<file path="src/rtl/uart_pkg.sv">
// line-level constants for the UART engines and the config register block
// import inside a module body; use scoped names in port lists

package uart_pkg;

	// fixed 8N1 character
	localparam int data_bits = 8;

	// bit period register width, in clock cycles
	localparam int div_w = 16;

	// 50 MHz clock at 115200 baud
	localparam logic [div_w-1:0] reset_div = 16'd434;

	// idle cycles in mid-frame before the receiver gives up, about 1 ms
	localparam logic [div_w-1:0] reset_timeout = 16'd50000;

	// register select on the host config port
	typedef enum logic {
		cfg_div     = 1'b0,
		cfg_timeout = 1'b1
	} cfg_addr_e;

endpackage

</file>
<file path="src/rtl/frame_pkg.sv">
// string buffer sizes, brace characters and framer state encodings
// shared by frame_tx, frame_rx and the top level

package frame_pkg;

	// payload limits, byte 0 sits in the lowest 8 bits of a buffer
	localparam int max_bytes = 32;
	localparam int len_w     = 6;
	localparam int str_w     = 256;

	// frame delimiters
	localparam logic [7:0] open_ch  = 8'h7b;
	localparam logic [7:0] close_ch = 8'h7d;

	// transmit framer, one state per character being sent
	typedef enum logic [2:0] {
		ftx_idle, ftx_open1, ftx_open2, ftx_body, ftx_close1, ftx_close2, ftx_done
	} ftx_state_e;

	// receive framer
	typedef enum logic [2:0] {
		frx_hunt, frx_open2, frx_body, frx_close2_wait, frx_done
	} frx_state_e;

endpackage

</file>
<file path="src/rtl/uart_cfg_regs.sv">
`timescale 1ns/100ps
// host-writable bit period and idle timeout for the UART engines
// single-cycle cfg_wr with cfg_addr and cfg_data valid on the same edge

module uart_cfg_regs (
	input  logic                       sys_clk,
	input  logic                       sys_rst_n,
	input  logic                       cfg_wr,
	input  uart_pkg::cfg_addr_e        cfg_addr,
	input  logic [uart_pkg::div_w-1:0] cfg_data,
	output logic [uart_pkg::div_w-1:0] bit_div,
	output logic [uart_pkg::div_w-1:0] rx_timeout
);
	import uart_pkg::*;

	logic [div_w-1:0] div_clamped;

	// below 4 the receiver half-period wait collapses
	assign div_clamped = (cfg_data < div_w'(4)) ? div_w'(4) : cfg_data;

	always_ff @(posedge sys_clk or negedge sys_rst_n) begin
		if (!sys_rst_n) begin
			bit_div    <= reset_div;
			rx_timeout <= reset_timeout;
		end else if (cfg_wr) begin
			case (cfg_addr)
				cfg_div:     bit_div    <= div_clamped;
				cfg_timeout: rx_timeout <= cfg_data;
				default:     bit_div    <= bit_div;
			endcase
		end
	end

endmodule

</file>
<file path="src/rtl/uart_tx.sv">
`timescale 1ns/100ps
// 8N1 serializer, one character per send_strobe
// start bit goes out one cycle after the strobe, sent marks the last stop-bit cycle
// strobes while a character is on the line are dropped

module uart_tx (
	input  logic                           sys_clk,
	input  logic                           sys_rst_n,
	input  logic [uart_pkg::div_w-1:0]     bit_div,
	input  logic                           send_strobe,
	input  logic [uart_pkg::data_bits-1:0] send_byte,
	output logic                           txd,
	output logic                           sent
);
	import uart_pkg::*;

	logic                 busy;
	logic [div_w-1:0]     div_q;
	logic [div_w-1:0]     bit_cnt;
	// 0 is the start bit, data_bits + 1 the stop bit
	logic [3:0]           bit_idx;
	logic [data_bits-1:0] data_q;
	logic                 bit_end;

	assign bit_end = busy && (bit_cnt == div_q - 1'b1);
	assign sent    = bit_end && (bit_idx == 4'(data_bits + 1));

	always_ff @(posedge sys_clk or negedge sys_rst_n) begin
		if (!sys_rst_n) begin
			busy    <= 1'b0;
			txd     <= 1'b1;
			div_q   <= reset_div;
			bit_cnt <= '0;
			bit_idx <= '0;
		end else if (!busy) begin
			if (send_strobe) begin
				busy    <= 1'b1;
				txd     <= 1'b0;
				// period frozen for the whole character
				div_q   <= bit_div;
				bit_cnt <= '0;
				bit_idx <= '0;
			end
		end else if (bit_end) begin
			bit_cnt <= '0;
			if (sent) begin
				busy <= 1'b0;
			end else begin
				bit_idx <= bit_idx + 1'b1;
				// lsb first, then the stop bit
				txd     <= (bit_idx < 4'(data_bits)) ? data_q[bit_idx[2:0]] : 1'b1;
			end
		end else begin
			bit_cnt <= bit_cnt + 1'b1;
		end
	end

	always_ff @(posedge sys_clk) begin
		if (!busy && send_strobe)
			data_q <= send_byte;
	end

endmodule

</file>
<file path="src/rtl/uart_rx.sv">
`timescale 1ns/100ps
// 8N1 deserializer with mid-bit sampling
// byte_vld pulses at mid stop bit when the stop bit is high
// line_idle_to fires once after rx_timeout idle cycles following a byte

module uart_rx (
	input  logic                           sys_clk,
	input  logic                           sys_rst_n,
	input  logic [uart_pkg::div_w-1:0]     bit_div,
	input  logic [uart_pkg::div_w-1:0]     rx_timeout,
	input  logic                           rxd,
	output logic                           byte_vld,
	output logic [uart_pkg::data_bits-1:0] byte_data,
	output logic                           line_idle_to
);
	import uart_pkg::*;

	logic                 rxd_s1;
	logic                 rxd_s2;
	logic                 rxd_d;
	logic                 active;
	logic [div_w-1:0]     div_q;
	logic [div_w-1:0]     cnt;
	logic [3:0]           bit_idx;
	logic [data_bits-1:0] shreg;
	logic                 sample;
	logic                 idle_armed;
	logic [div_w-1:0]     idle_cnt;

	assign sample    = active && (cnt == div_w'(1));
	assign byte_vld  = sample && (bit_idx == 4'(data_bits + 1)) && rxd_s2;
	assign byte_data = shreg;

	// two-flop synchronizer plus one delay for edge detect
	always_ff @(posedge sys_clk or negedge sys_rst_n) begin
		if (!sys_rst_n) begin
			rxd_s1 <= 1'b1;
			rxd_s2 <= 1'b1;
			rxd_d  <= 1'b1;
		end else begin
			rxd_s1 <= rxd;
			rxd_s2 <= rxd_s1;
			rxd_d  <= rxd_s2;
		end
	end

	always_ff @(posedge sys_clk or negedge sys_rst_n) begin
		if (!sys_rst_n) begin
			active  <= 1'b0;
			div_q   <= reset_div;
			cnt     <= '0;
			bit_idx <= '0;
		end else if (!active) begin
			if (rxd_d && !rxd_s2) begin
				// falling edge, wait half a bit to reach the start bit centre
				active  <= 1'b1;
				div_q   <= bit_div;
				cnt     <= {1'b0, bit_div[div_w-1:1]};
				bit_idx <= '0;
			end
		end else if (sample) begin
			cnt <= div_q;
			if (bit_idx == '0 && rxd_s2)
				active <= 1'b0;
			else if (bit_idx == 4'(data_bits + 1))
				active <= 1'b0;
			else
				bit_idx <= bit_idx + 1'b1;
		end else begin
			cnt <= cnt - 1'b1;
		end
	end

	// data bits arrive lsb first
	always_ff @(posedge sys_clk) begin
		if (sample && bit_idx != '0 && bit_idx <= 4'(data_bits))
			shreg <= {rxd_s2, shreg[data_bits-1:1]};
	end

	always_ff @(posedge sys_clk or negedge sys_rst_n) begin
		if (!sys_rst_n) begin
			idle_armed   <= 1'b0;
			idle_cnt     <= '0;
			line_idle_to <= 1'b0;
		end else begin
			line_idle_to <= 1'b0;
			if (active) begin
				idle_cnt <= '0;
			end else if (idle_armed) begin
				if (idle_cnt >= rx_timeout) begin
					idle_armed   <= 1'b0;
					line_idle_to <= 1'b1;
				end else begin
					idle_cnt <= idle_cnt + 1'b1;
				end
			end
			if (byte_vld)
				idle_armed <= 1'b1;
		end
	end

endmodule

</file>
<file path="src/rtl/frame_tx.sv">
`timescale 1ns/100ps
// wraps a payload of 1 to 32 bytes as {{payload}} and feeds uart_tx
// tx_req is taken only while tx_busy is low, the payload is latched on accept
// tx_done pulses one cycle after the last sent, as tx_busy drops

module frame_tx (
	input  logic                         sys_clk,
	input  logic                         sys_rst_n,
	input  logic                         tx_req,
	input  logic [frame_pkg::str_w-1:0]  tx_string,
	input  logic [frame_pkg::len_w-1:0]  tx_length,
	output logic                         send_strobe,
	output logic [7:0]                   send_byte,
	input  logic                         sent,
	output logic                         tx_busy,
	output logic                         tx_done
);
	import frame_pkg::*;

	ftx_state_e       state;
	logic [str_w-1:0] str_q;
	logic [len_w-1:0] len_q;
	// payload bytes handed to the serializer so far
	logic [len_w-1:0] cnt;
	logic             accept;

	assign tx_busy = (state != ftx_idle) && (state != ftx_done);
	assign tx_done = (state == ftx_done);
	assign accept  = tx_req && !tx_busy && (tx_length != '0)
		&& (tx_length <= len_w'(max_bytes));

	// next character is strobed the cycle after sent
	always_ff @(posedge sys_clk or negedge sys_rst_n) begin
		if (!sys_rst_n) begin
			state       <= ftx_idle;
			send_strobe <= 1'b0;
			cnt         <= '0;
		end else begin
			send_strobe <= 1'b0;
			case (state)
				ftx_idle, ftx_done: begin
					state <= ftx_idle;
					if (accept) begin
						state       <= ftx_open1;
						send_strobe <= 1'b1;
					end
				end
				ftx_open1: if (sent) begin
					state       <= ftx_open2;
					send_strobe <= 1'b1;
				end
				ftx_open2: if (sent) begin
					state       <= ftx_body;
					send_strobe <= 1'b1;
					cnt         <= len_w'(1);
				end
				ftx_body: if (sent) begin
					send_strobe <= 1'b1;
					if (cnt == len_q)
						state <= ftx_close1;
					else
						cnt <= cnt + 1'b1;
				end
				ftx_close1: if (sent) begin
					state       <= ftx_close2;
					send_strobe <= 1'b1;
				end
				ftx_close2: if (sent)
					state <= ftx_done;
				default: state <= ftx_idle;
			endcase
		end
	end

	// payload shifts down one byte per body character
	always_ff @(posedge sys_clk) begin
		if (accept) begin
			str_q     <= tx_string;
			len_q     <= tx_length;
			send_byte <= open_ch;
		end else if (sent) begin
			if (state == ftx_open1) begin
				send_byte <= open_ch;
			end else if (state == ftx_open2 || (state == ftx_body && cnt != len_q)) begin
				send_byte <= str_q[7:0];
				str_q     <= {8'h00, str_q[str_w-1:8]};
			end else if (state == ftx_body || state == ftx_close1) begin
				send_byte <= close_ch;
			end
		end
	end

endmodule

</file>
<file path="src/rtl/frame_rx.sv">
`timescale 1ns/100ps
// hunts for {{ and collects payload bytes until }} arrives
// a lone } followed by another byte stays in the payload
// idle timeout or more than 32 bytes drops the frame silently
// rx_string and rx_length hold until the next good frame

module frame_rx (
	input  logic                         sys_clk,
	input  logic                         sys_rst_n,
	input  logic                         byte_vld,
	input  logic [7:0]                   byte_data,
	input  logic                         line_idle_to,
	output logic [frame_pkg::str_w-1:0]  rx_string,
	output logic [frame_pkg::len_w-1:0]  rx_length,
	output logic                         rx_busy,
	output logic                         rx_done
);
	import frame_pkg::*;

	frx_state_e       state;
	logic [str_w-1:0] work;
	logic [len_w-1:0] cnt;
	logic [len_w-1:0] cnt_nxt;
	logic             is_open;
	logic             is_close;
	logic             abort_to;
	logic             store_one;
	logic             store_two;
	logic             overflow;
	logic             finish;

	assign rx_busy  = (state != frx_hunt);
	assign rx_done  = (state == frx_done);
	assign cnt_nxt  = cnt + 1'b1;
	assign is_open  = byte_vld && (byte_data == open_ch);
	assign is_close = byte_vld && (byte_data == close_ch);
	assign abort_to = line_idle_to && (state != frx_hunt);

	// ordinary byte in body, or pending } plus the byte after it
	assign store_one = (state == frx_body) && byte_vld && !is_close && !abort_to;
	assign store_two = (state == frx_close2_wait) && byte_vld && !is_close && !abort_to;
	assign overflow  = (store_one && cnt == len_w'(max_bytes))
		|| (store_two && cnt > len_w'(max_bytes - 2));
	assign finish    = (state == frx_close2_wait) && is_close && !abort_to;

	always_ff @(posedge sys_clk or negedge sys_rst_n) begin
		if (!sys_rst_n) begin
			state     <= frx_hunt;
			cnt       <= '0;
			rx_length <= '0;
		end else if (abort_to || overflow) begin
			state <= frx_hunt;
		end else begin
			case (state)
				frx_hunt: if (is_open)
					state <= frx_open2;
				frx_open2: begin
					if (is_open) begin
						state <= frx_body;
						cnt   <= '0;
					end else if (byte_vld) begin
						state <= frx_hunt;
					end
				end
				frx_body: begin
					if (is_close)
						state <= frx_close2_wait;
					else if (store_one)
						cnt <= cnt_nxt;
				end
				frx_close2_wait: begin
					if (finish) begin
						state     <= frx_done;
						rx_length <= cnt;
					end else if (store_two) begin
						state <= frx_body;
						cnt   <= cnt + len_w'(2);
					end
				end
				default: state <= frx_hunt;
			endcase
		end
	end

	always_ff @(posedge sys_clk) begin
		if (state == frx_open2 && is_open && !abort_to) begin
			work <= '0;
		end else if (store_one && !overflow) begin
			work[{cnt[4:0], 3'b000} +: 8] <= byte_data;
		end else if (store_two && !overflow) begin
			work[{cnt[4:0], 3'b000} +: 8]     <= close_ch;
			work[{cnt_nxt[4:0], 3'b000} +: 8] <= byte_data;
		end
		if (finish)
			rx_string <= work;
	end

endmodule

</file>
<file path="src/rtl/uart_string_link.sv">
`timescale 1ns/100ps
// framed string link over one UART, {{payload}} in both directions
// host writes bit period and idle timeout through cfg_wr, cfg_addr, cfg_data
// tx_req sends a frame, rx_done reports a received one

module uart_string_link (
	input  logic                         sys_clk,
	input  logic                         sys_rst_n,
	input  logic                         cfg_wr,
	input  uart_pkg::cfg_addr_e          cfg_addr,
	input  logic [uart_pkg::div_w-1:0]   cfg_data,
	input  logic                         tx_req,
	input  logic [frame_pkg::str_w-1:0]  tx_string,
	input  logic [frame_pkg::len_w-1:0]  tx_length,
	output logic                         tx_busy,
	output logic                         tx_done,
	output logic [frame_pkg::str_w-1:0]  rx_string,
	output logic [frame_pkg::len_w-1:0]  rx_length,
	output logic                         rx_busy,
	output logic                         rx_done,
	input  logic                         uart_rxd,
	output logic                         uart_txd
);
	import uart_pkg::*;

	logic [div_w-1:0]     bit_div;
	logic [div_w-1:0]     rx_timeout;
	logic                 send_strobe;
	logic [data_bits-1:0] send_byte;
	logic                 sent;
	logic                 byte_vld;
	logic [data_bits-1:0] byte_data;
	logic                 line_idle_to;

	uart_cfg_regs u_cfg_regs (
		.sys_clk    (sys_clk),
		.sys_rst_n  (sys_rst_n),
		.cfg_wr     (cfg_wr),
		.cfg_addr   (cfg_addr),
		.cfg_data   (cfg_data),
		.bit_div    (bit_div),
		.rx_timeout (rx_timeout)
	);

	// transmit path
	frame_tx u_frame_tx (
		.sys_clk     (sys_clk),
		.sys_rst_n   (sys_rst_n),
		.tx_req      (tx_req),
		.tx_string   (tx_string),
		.tx_length   (tx_length),
		.send_strobe (send_strobe),
		.send_byte   (send_byte),
		.sent        (sent),
		.tx_busy     (tx_busy),
		.tx_done     (tx_done)
	);

	uart_tx u_uart_tx (
		.sys_clk     (sys_clk),
		.sys_rst_n   (sys_rst_n),
		.bit_div     (bit_div),
		.send_strobe (send_strobe),
		.send_byte   (send_byte),
		.txd         (uart_txd),
		.sent        (sent)
	);

	// receive path
	uart_rx u_uart_rx (
		.sys_clk      (sys_clk),
		.sys_rst_n    (sys_rst_n),
		.bit_div      (bit_div),
		.rx_timeout   (rx_timeout),
		.rxd          (uart_rxd),
		.byte_vld     (byte_vld),
		.byte_data    (byte_data),
		.line_idle_to (line_idle_to)
	);

	frame_rx u_frame_rx (
		.sys_clk      (sys_clk),
		.sys_rst_n    (sys_rst_n),
		.byte_vld     (byte_vld),
		.byte_data    (byte_data),
		.line_idle_to (line_idle_to),
		.rx_string    (rx_string),
		.rx_length    (rx_length),
		.rx_busy      (rx_busy),
		.rx_done      (rx_done)
	);

endmodule

</file>
<file path="config.mk">
export PLATFORM = sky130hd
export DESIGN_NAME = uart_string_link
export DESIGN_NICKNAME = d
export VERILOG_FILES = /design/src/rtl/uart_pkg.sv /design/src/rtl/frame_pkg.sv /design/src/rtl/uart_cfg_regs.sv /design/src/rtl/uart_tx.sv /design/src/rtl/uart_rx.sv /design/src/rtl/frame_tx.sv /design/src/rtl/frame_rx.sv /design/src/rtl/uart_string_link.sv
export SDC_FILE = /design/constraint.sdc
export NUM_CORES = 2
export LEC_CHECK = 0
export ABC_AREA = 1
export BUFFER_PORTS_ARGS = -buffer_cell sky130_fd_sc_hd__buf_4
export CORE_MARGIN = 2
export CORE_UTILIZATION = 40
export DETAILED_ROUTE_END_ITERATION = 7
export PLACE_DENSITY_LB_ADDON = 0.12
export SETUP_SLACK_MARGIN = 0.05
export SLEW_MARGIN = 20
export SYNTH_ARGS = -nofsm -noshare
export SYNTH_HDL_FRONTEND = slang
export SYNTH_SLANG_ARGS = --single-unit
</file>
<file path="constraint.sdc">
create_clock -name sys_clk -period 37.1 [get_ports sys_clk]
set_input_delay 3.71 -clock sys_clk [delete_from_list [all_inputs] [get_ports sys_clk]]
set_output_delay 3.71 -clock sys_clk [all_outputs]
set_load 0.05 [all_outputs]
</file>
==> metrics.cfg <==
[clock_network]
cts_max_level=3
clockBufferDepth=3
clk_pin_slew_ns=0.06
post_cts_buffers=0
cts_root_buf=clkbuf_16
numCtsBuffers=100
tritoncts=yes
clock_latency_ns=0.71
cts.repair.resized=0
cts.sinks=951
post_cts_hold_buffer_count=0

[logic_synthesis]
yosysSeqAreaShare=0.5521
synth_compound_gate_area_share=0.05098
synth_edf_count=534
synth_top_flop_cell=edfxtp_1
synth_cell_types=51
synth-xor-area-share=0.009602
synth.net_count=6099
synth-adder-area-share=0.009877
synth_top_family_by_area=simple AND/OR/NAND/NOR gates
yosys.area_share.simple=0.3122
muxShareOfSynthArea=0.0002469
synth_async_sr_flop_share=0.1609
syn_area_per_cell_um2=7.892
yosysWarnings=0
syn_area_mm2=0.04560
yosys_register_bits=951
synthCells=5779

[finish]
finalNonFillerCells=7835
drive_gt1_frac=0.1321
syn2layout_area_growth_pct=18.93
num-nets-final=6567
final_cell_area_mm2=0.05424
fill_cells=11140

[route]
drt-vias-per-instance=5.024
postRouteAntennaNets=0
wl_per_cell_um=19.15
wirelength_met1_um=65280
wl_met3_um=11800
num_vias=39370
met2_length_um=68600
top_layer=met5
dr.pass1.iters=6
drc=0
drt_wl_total_um=150100
drtIter0Drc=3697

[worst_hold_path]
whs_path_depth=0
hold_start=u_uart_rx.rxd_s1$_DFF_PN1_
min_path_type=flip-flop to flip-flop
hold_end=u_uart_rx.rxd_s2$_DFF_PN1_

[floorplan]
dieArea_mm2=0.1167
rows=123
coreArea_mm2=0.1128
chipHeight_um=341.7
initial_core_util=0.4043
die_w_um=341.7
ios=551

[global_routing]
antenna_found_initial=2
grt_first_pass_wirelength_um=226300
grt_usage=0.2517
grt_pass1_vias=37220
grt_start_max_net_pins=232
grt_overflow=0

[setup_path]
regToRegSetupSlack_ns=30.79
reg2reg_depth=18
worstSetupPathType=input pin to flip-flop
crit_path_end_kind=flip-flop
startpoint_type=input pin
rr_startpoint=u_uart_tx.div_q[0]$_DFFE_PN0P_
crit_path_start=tx_length[3]
rr_endpoint=u_frame_tx.str_q[151]$_DFFE_PP_
crit_arrival_ns=8.27
required_ns=37.42
cp_max_fo=69

[power_and_ir_drop]
peakVddDrop_v=0.00003815
p_total_uw=2239
p_leak_uw=0.02542
power.density_mw_per_mm2=41.28

[timing]
rsz0062_at_grt=false
setup-tns-final_ns=0
setup_viol_count_final=0
drv_slew=0
worstMarginPinSlew_ns=1.078
hold_violations=0
skew_ns=0.02947
fmax_mhz=125.9
finalCriticalPeriod_ns=7.945
finalCritPeriodShare=0.2142
slew_headroom=0.2810

[job]
drv_cap=0

[status]
status=completed

[placement]
place.port_buffers=550
dp_hpwl_um=108600
place_congestion=0.9361
post-place-cells=7645
placedInstanceArea_mm2=0.05097

-- Yosys cell counts, types with 6 or more instances --
master / count / area (um^2)
clkbuf_1: 128 / 480.5
nor3_1: 108 / 540.5
dfstp_2: 25 / 656.9
o21ai_1: 19 / 95.09
a21oi_1: 75 / 375.4
buf_4: 11 / 82.58
xnor2_1: 18 / 157.7
buf_2: 55 / 275.3
clkinv_1: 12 / 45.04
buf_1: 14 / 52.55
nor2_2: 10 / 62.56
inv_1: 497 / 1866
nand2_2: 16 / 100.1
inv_2: 23 / 86.33
buf_6: 6 / 67.56
nand3_1: 314 / 1572
dfxtp_1: 264 / 5285
o22ai_1: 9 / 56.30
o21ai_0: 296 / 1481
nor2_1: 830 / 3115
or2_2: 7 / 43.79
nand4_1: 45 / 281.5
edfxtp_1: 534 / 16040
ha_1: 36 / 450.4
xor2_1: 32 / 280.3
nor2_4: 8 / 90.09
dfrtp_1: 128 / 3203
o211ai_1: 26 / 195.2
nand2_1: 2190 / 8220
-- routing by layer --
layer / track usage / up-vias
met5: 0 / -
met1: 0.3387 / 18380
met3: 0.05483 / 243
met4: 0.07810 / 2
li1: - / 19330
met2: 0.4049 / 1414
-- placed cells by master (no fill, tap or decap), drive strengths merged, types with 2 or more instances in the layout --
master,count
a22oi,2
buf,580
inv,527
a21oi,75
o22ai,9
nor4,5
dfstp,25
nand2,2208
bufinv,4
nor2,848
o21ai,315
o21a,2
o211ai,26
edfxtp,534
xnor2,18
nor3b,5
nand3b,5
dfxtp,264
clkinv,43
and3,2
ha,36
or2,7
dfrtp,128
xor2,32
nand4,46
o31ai,2
nor3,110
clkbuf,147
a31oi,3
nand3,316
-- through the flow --
step           setup slack, ns    util  hold WS [ns]
6_report                 29.15  0.4808        0.3708
5_1_grt                  28.77  0.4808        0.3761
4_1_cts                  29.13  0.4807        0.3718
3_5_place_dp             28.37  0.4518        0.3564
3_3_place_gp             28.40  0.4518        0.3478
2_1_floorplan            10.43       -        0.3452
-- sequential cells by signal (all words and copies together) (netlist names), 8 cells and up --
register               flops
u_uart_rx.div_q           16
u_cfg_regs.rx_timeout     16
u_uart_rx.cnt             16
u_uart_tx.data_q           8
u_uart_rx.idle_cnt        16
u_cfg_regs.bit_div        16
u_frame_rx.rx_string     256
u_frame_tx.send_byte       8
u_uart_tx.bit_cnt         16
u_frame_tx.str_q         256
u_uart_rx.byte_data        8
u_uart_tx.div_q           16
u_frame_rx.work          256
-- critical path, stage by stage --
cell,delay (ns)
buf_4,0.11
nor3_1,0.15
nor3b_1,0.21
inv_1,0.07
nand2_1,0.10
nand3_4,0.33
o21ai_4,0.40
buf_4,0.66
buf_4,0.82
buf_4,0.74
buf_4,0.79
-- kinds of logic after synthesis --
group,count (synthesis)
AO/OA/AOI/OAI,441
XOR/XNOR,50
adder cells (fa/ha/maj),36
buffers and inverters,747
flip-flops,951
multiplexers,1
AND/OR/NAND/NOR,3553
-- report_power, final --
part | internal (uW) | switching, uW | total [uW]
clock | 568 | 432 | 1000
sequential | 1130 | 16.3 | 1140
combinational | 45.1 | 50.6 | 95.8
-- layout make-up --
type | count | area (um^2) | area share
flip-flops and latches | 951 | 25180 | 0.4643
multi-input cells | 4081 | 17520 | 0.3230
repair buffers | 580 | 4387 | 0.08088
clock buffers | 147 | 2879 | 0.05308
inverters | 533 | 2008 | 0.03703
well taps | 1500 | 1877 | 0.03460
clock inverters | 42 | 381.6 | 0.007036
diodes | 1 | 2.502 | 0.00004614
-- how the worst max path moves through the flow --
stage	depth (start not counted)	to	slack (ns)
after global placement	11	u_frame_tx.str_q[148]$_DFFE_PP_	28.40
after CTS	11	u_frame_tx.str_q[132]$_DFFE_PP_	29.13
after floorplan	8	u_frame_rx.rx_string[0]$_DFFE_PP_	10.43
after detailed placement	11	u_frame_tx.str_q[149]$_DFFE_PP_	28.37
after global routing	11	u_frame_tx.str_q[132]$_DFFE_PP_	28.77
final	11	u_frame_tx.str_q[151]$_DFFE_PP_	29.15
Power figures use the tool's default switching activity.
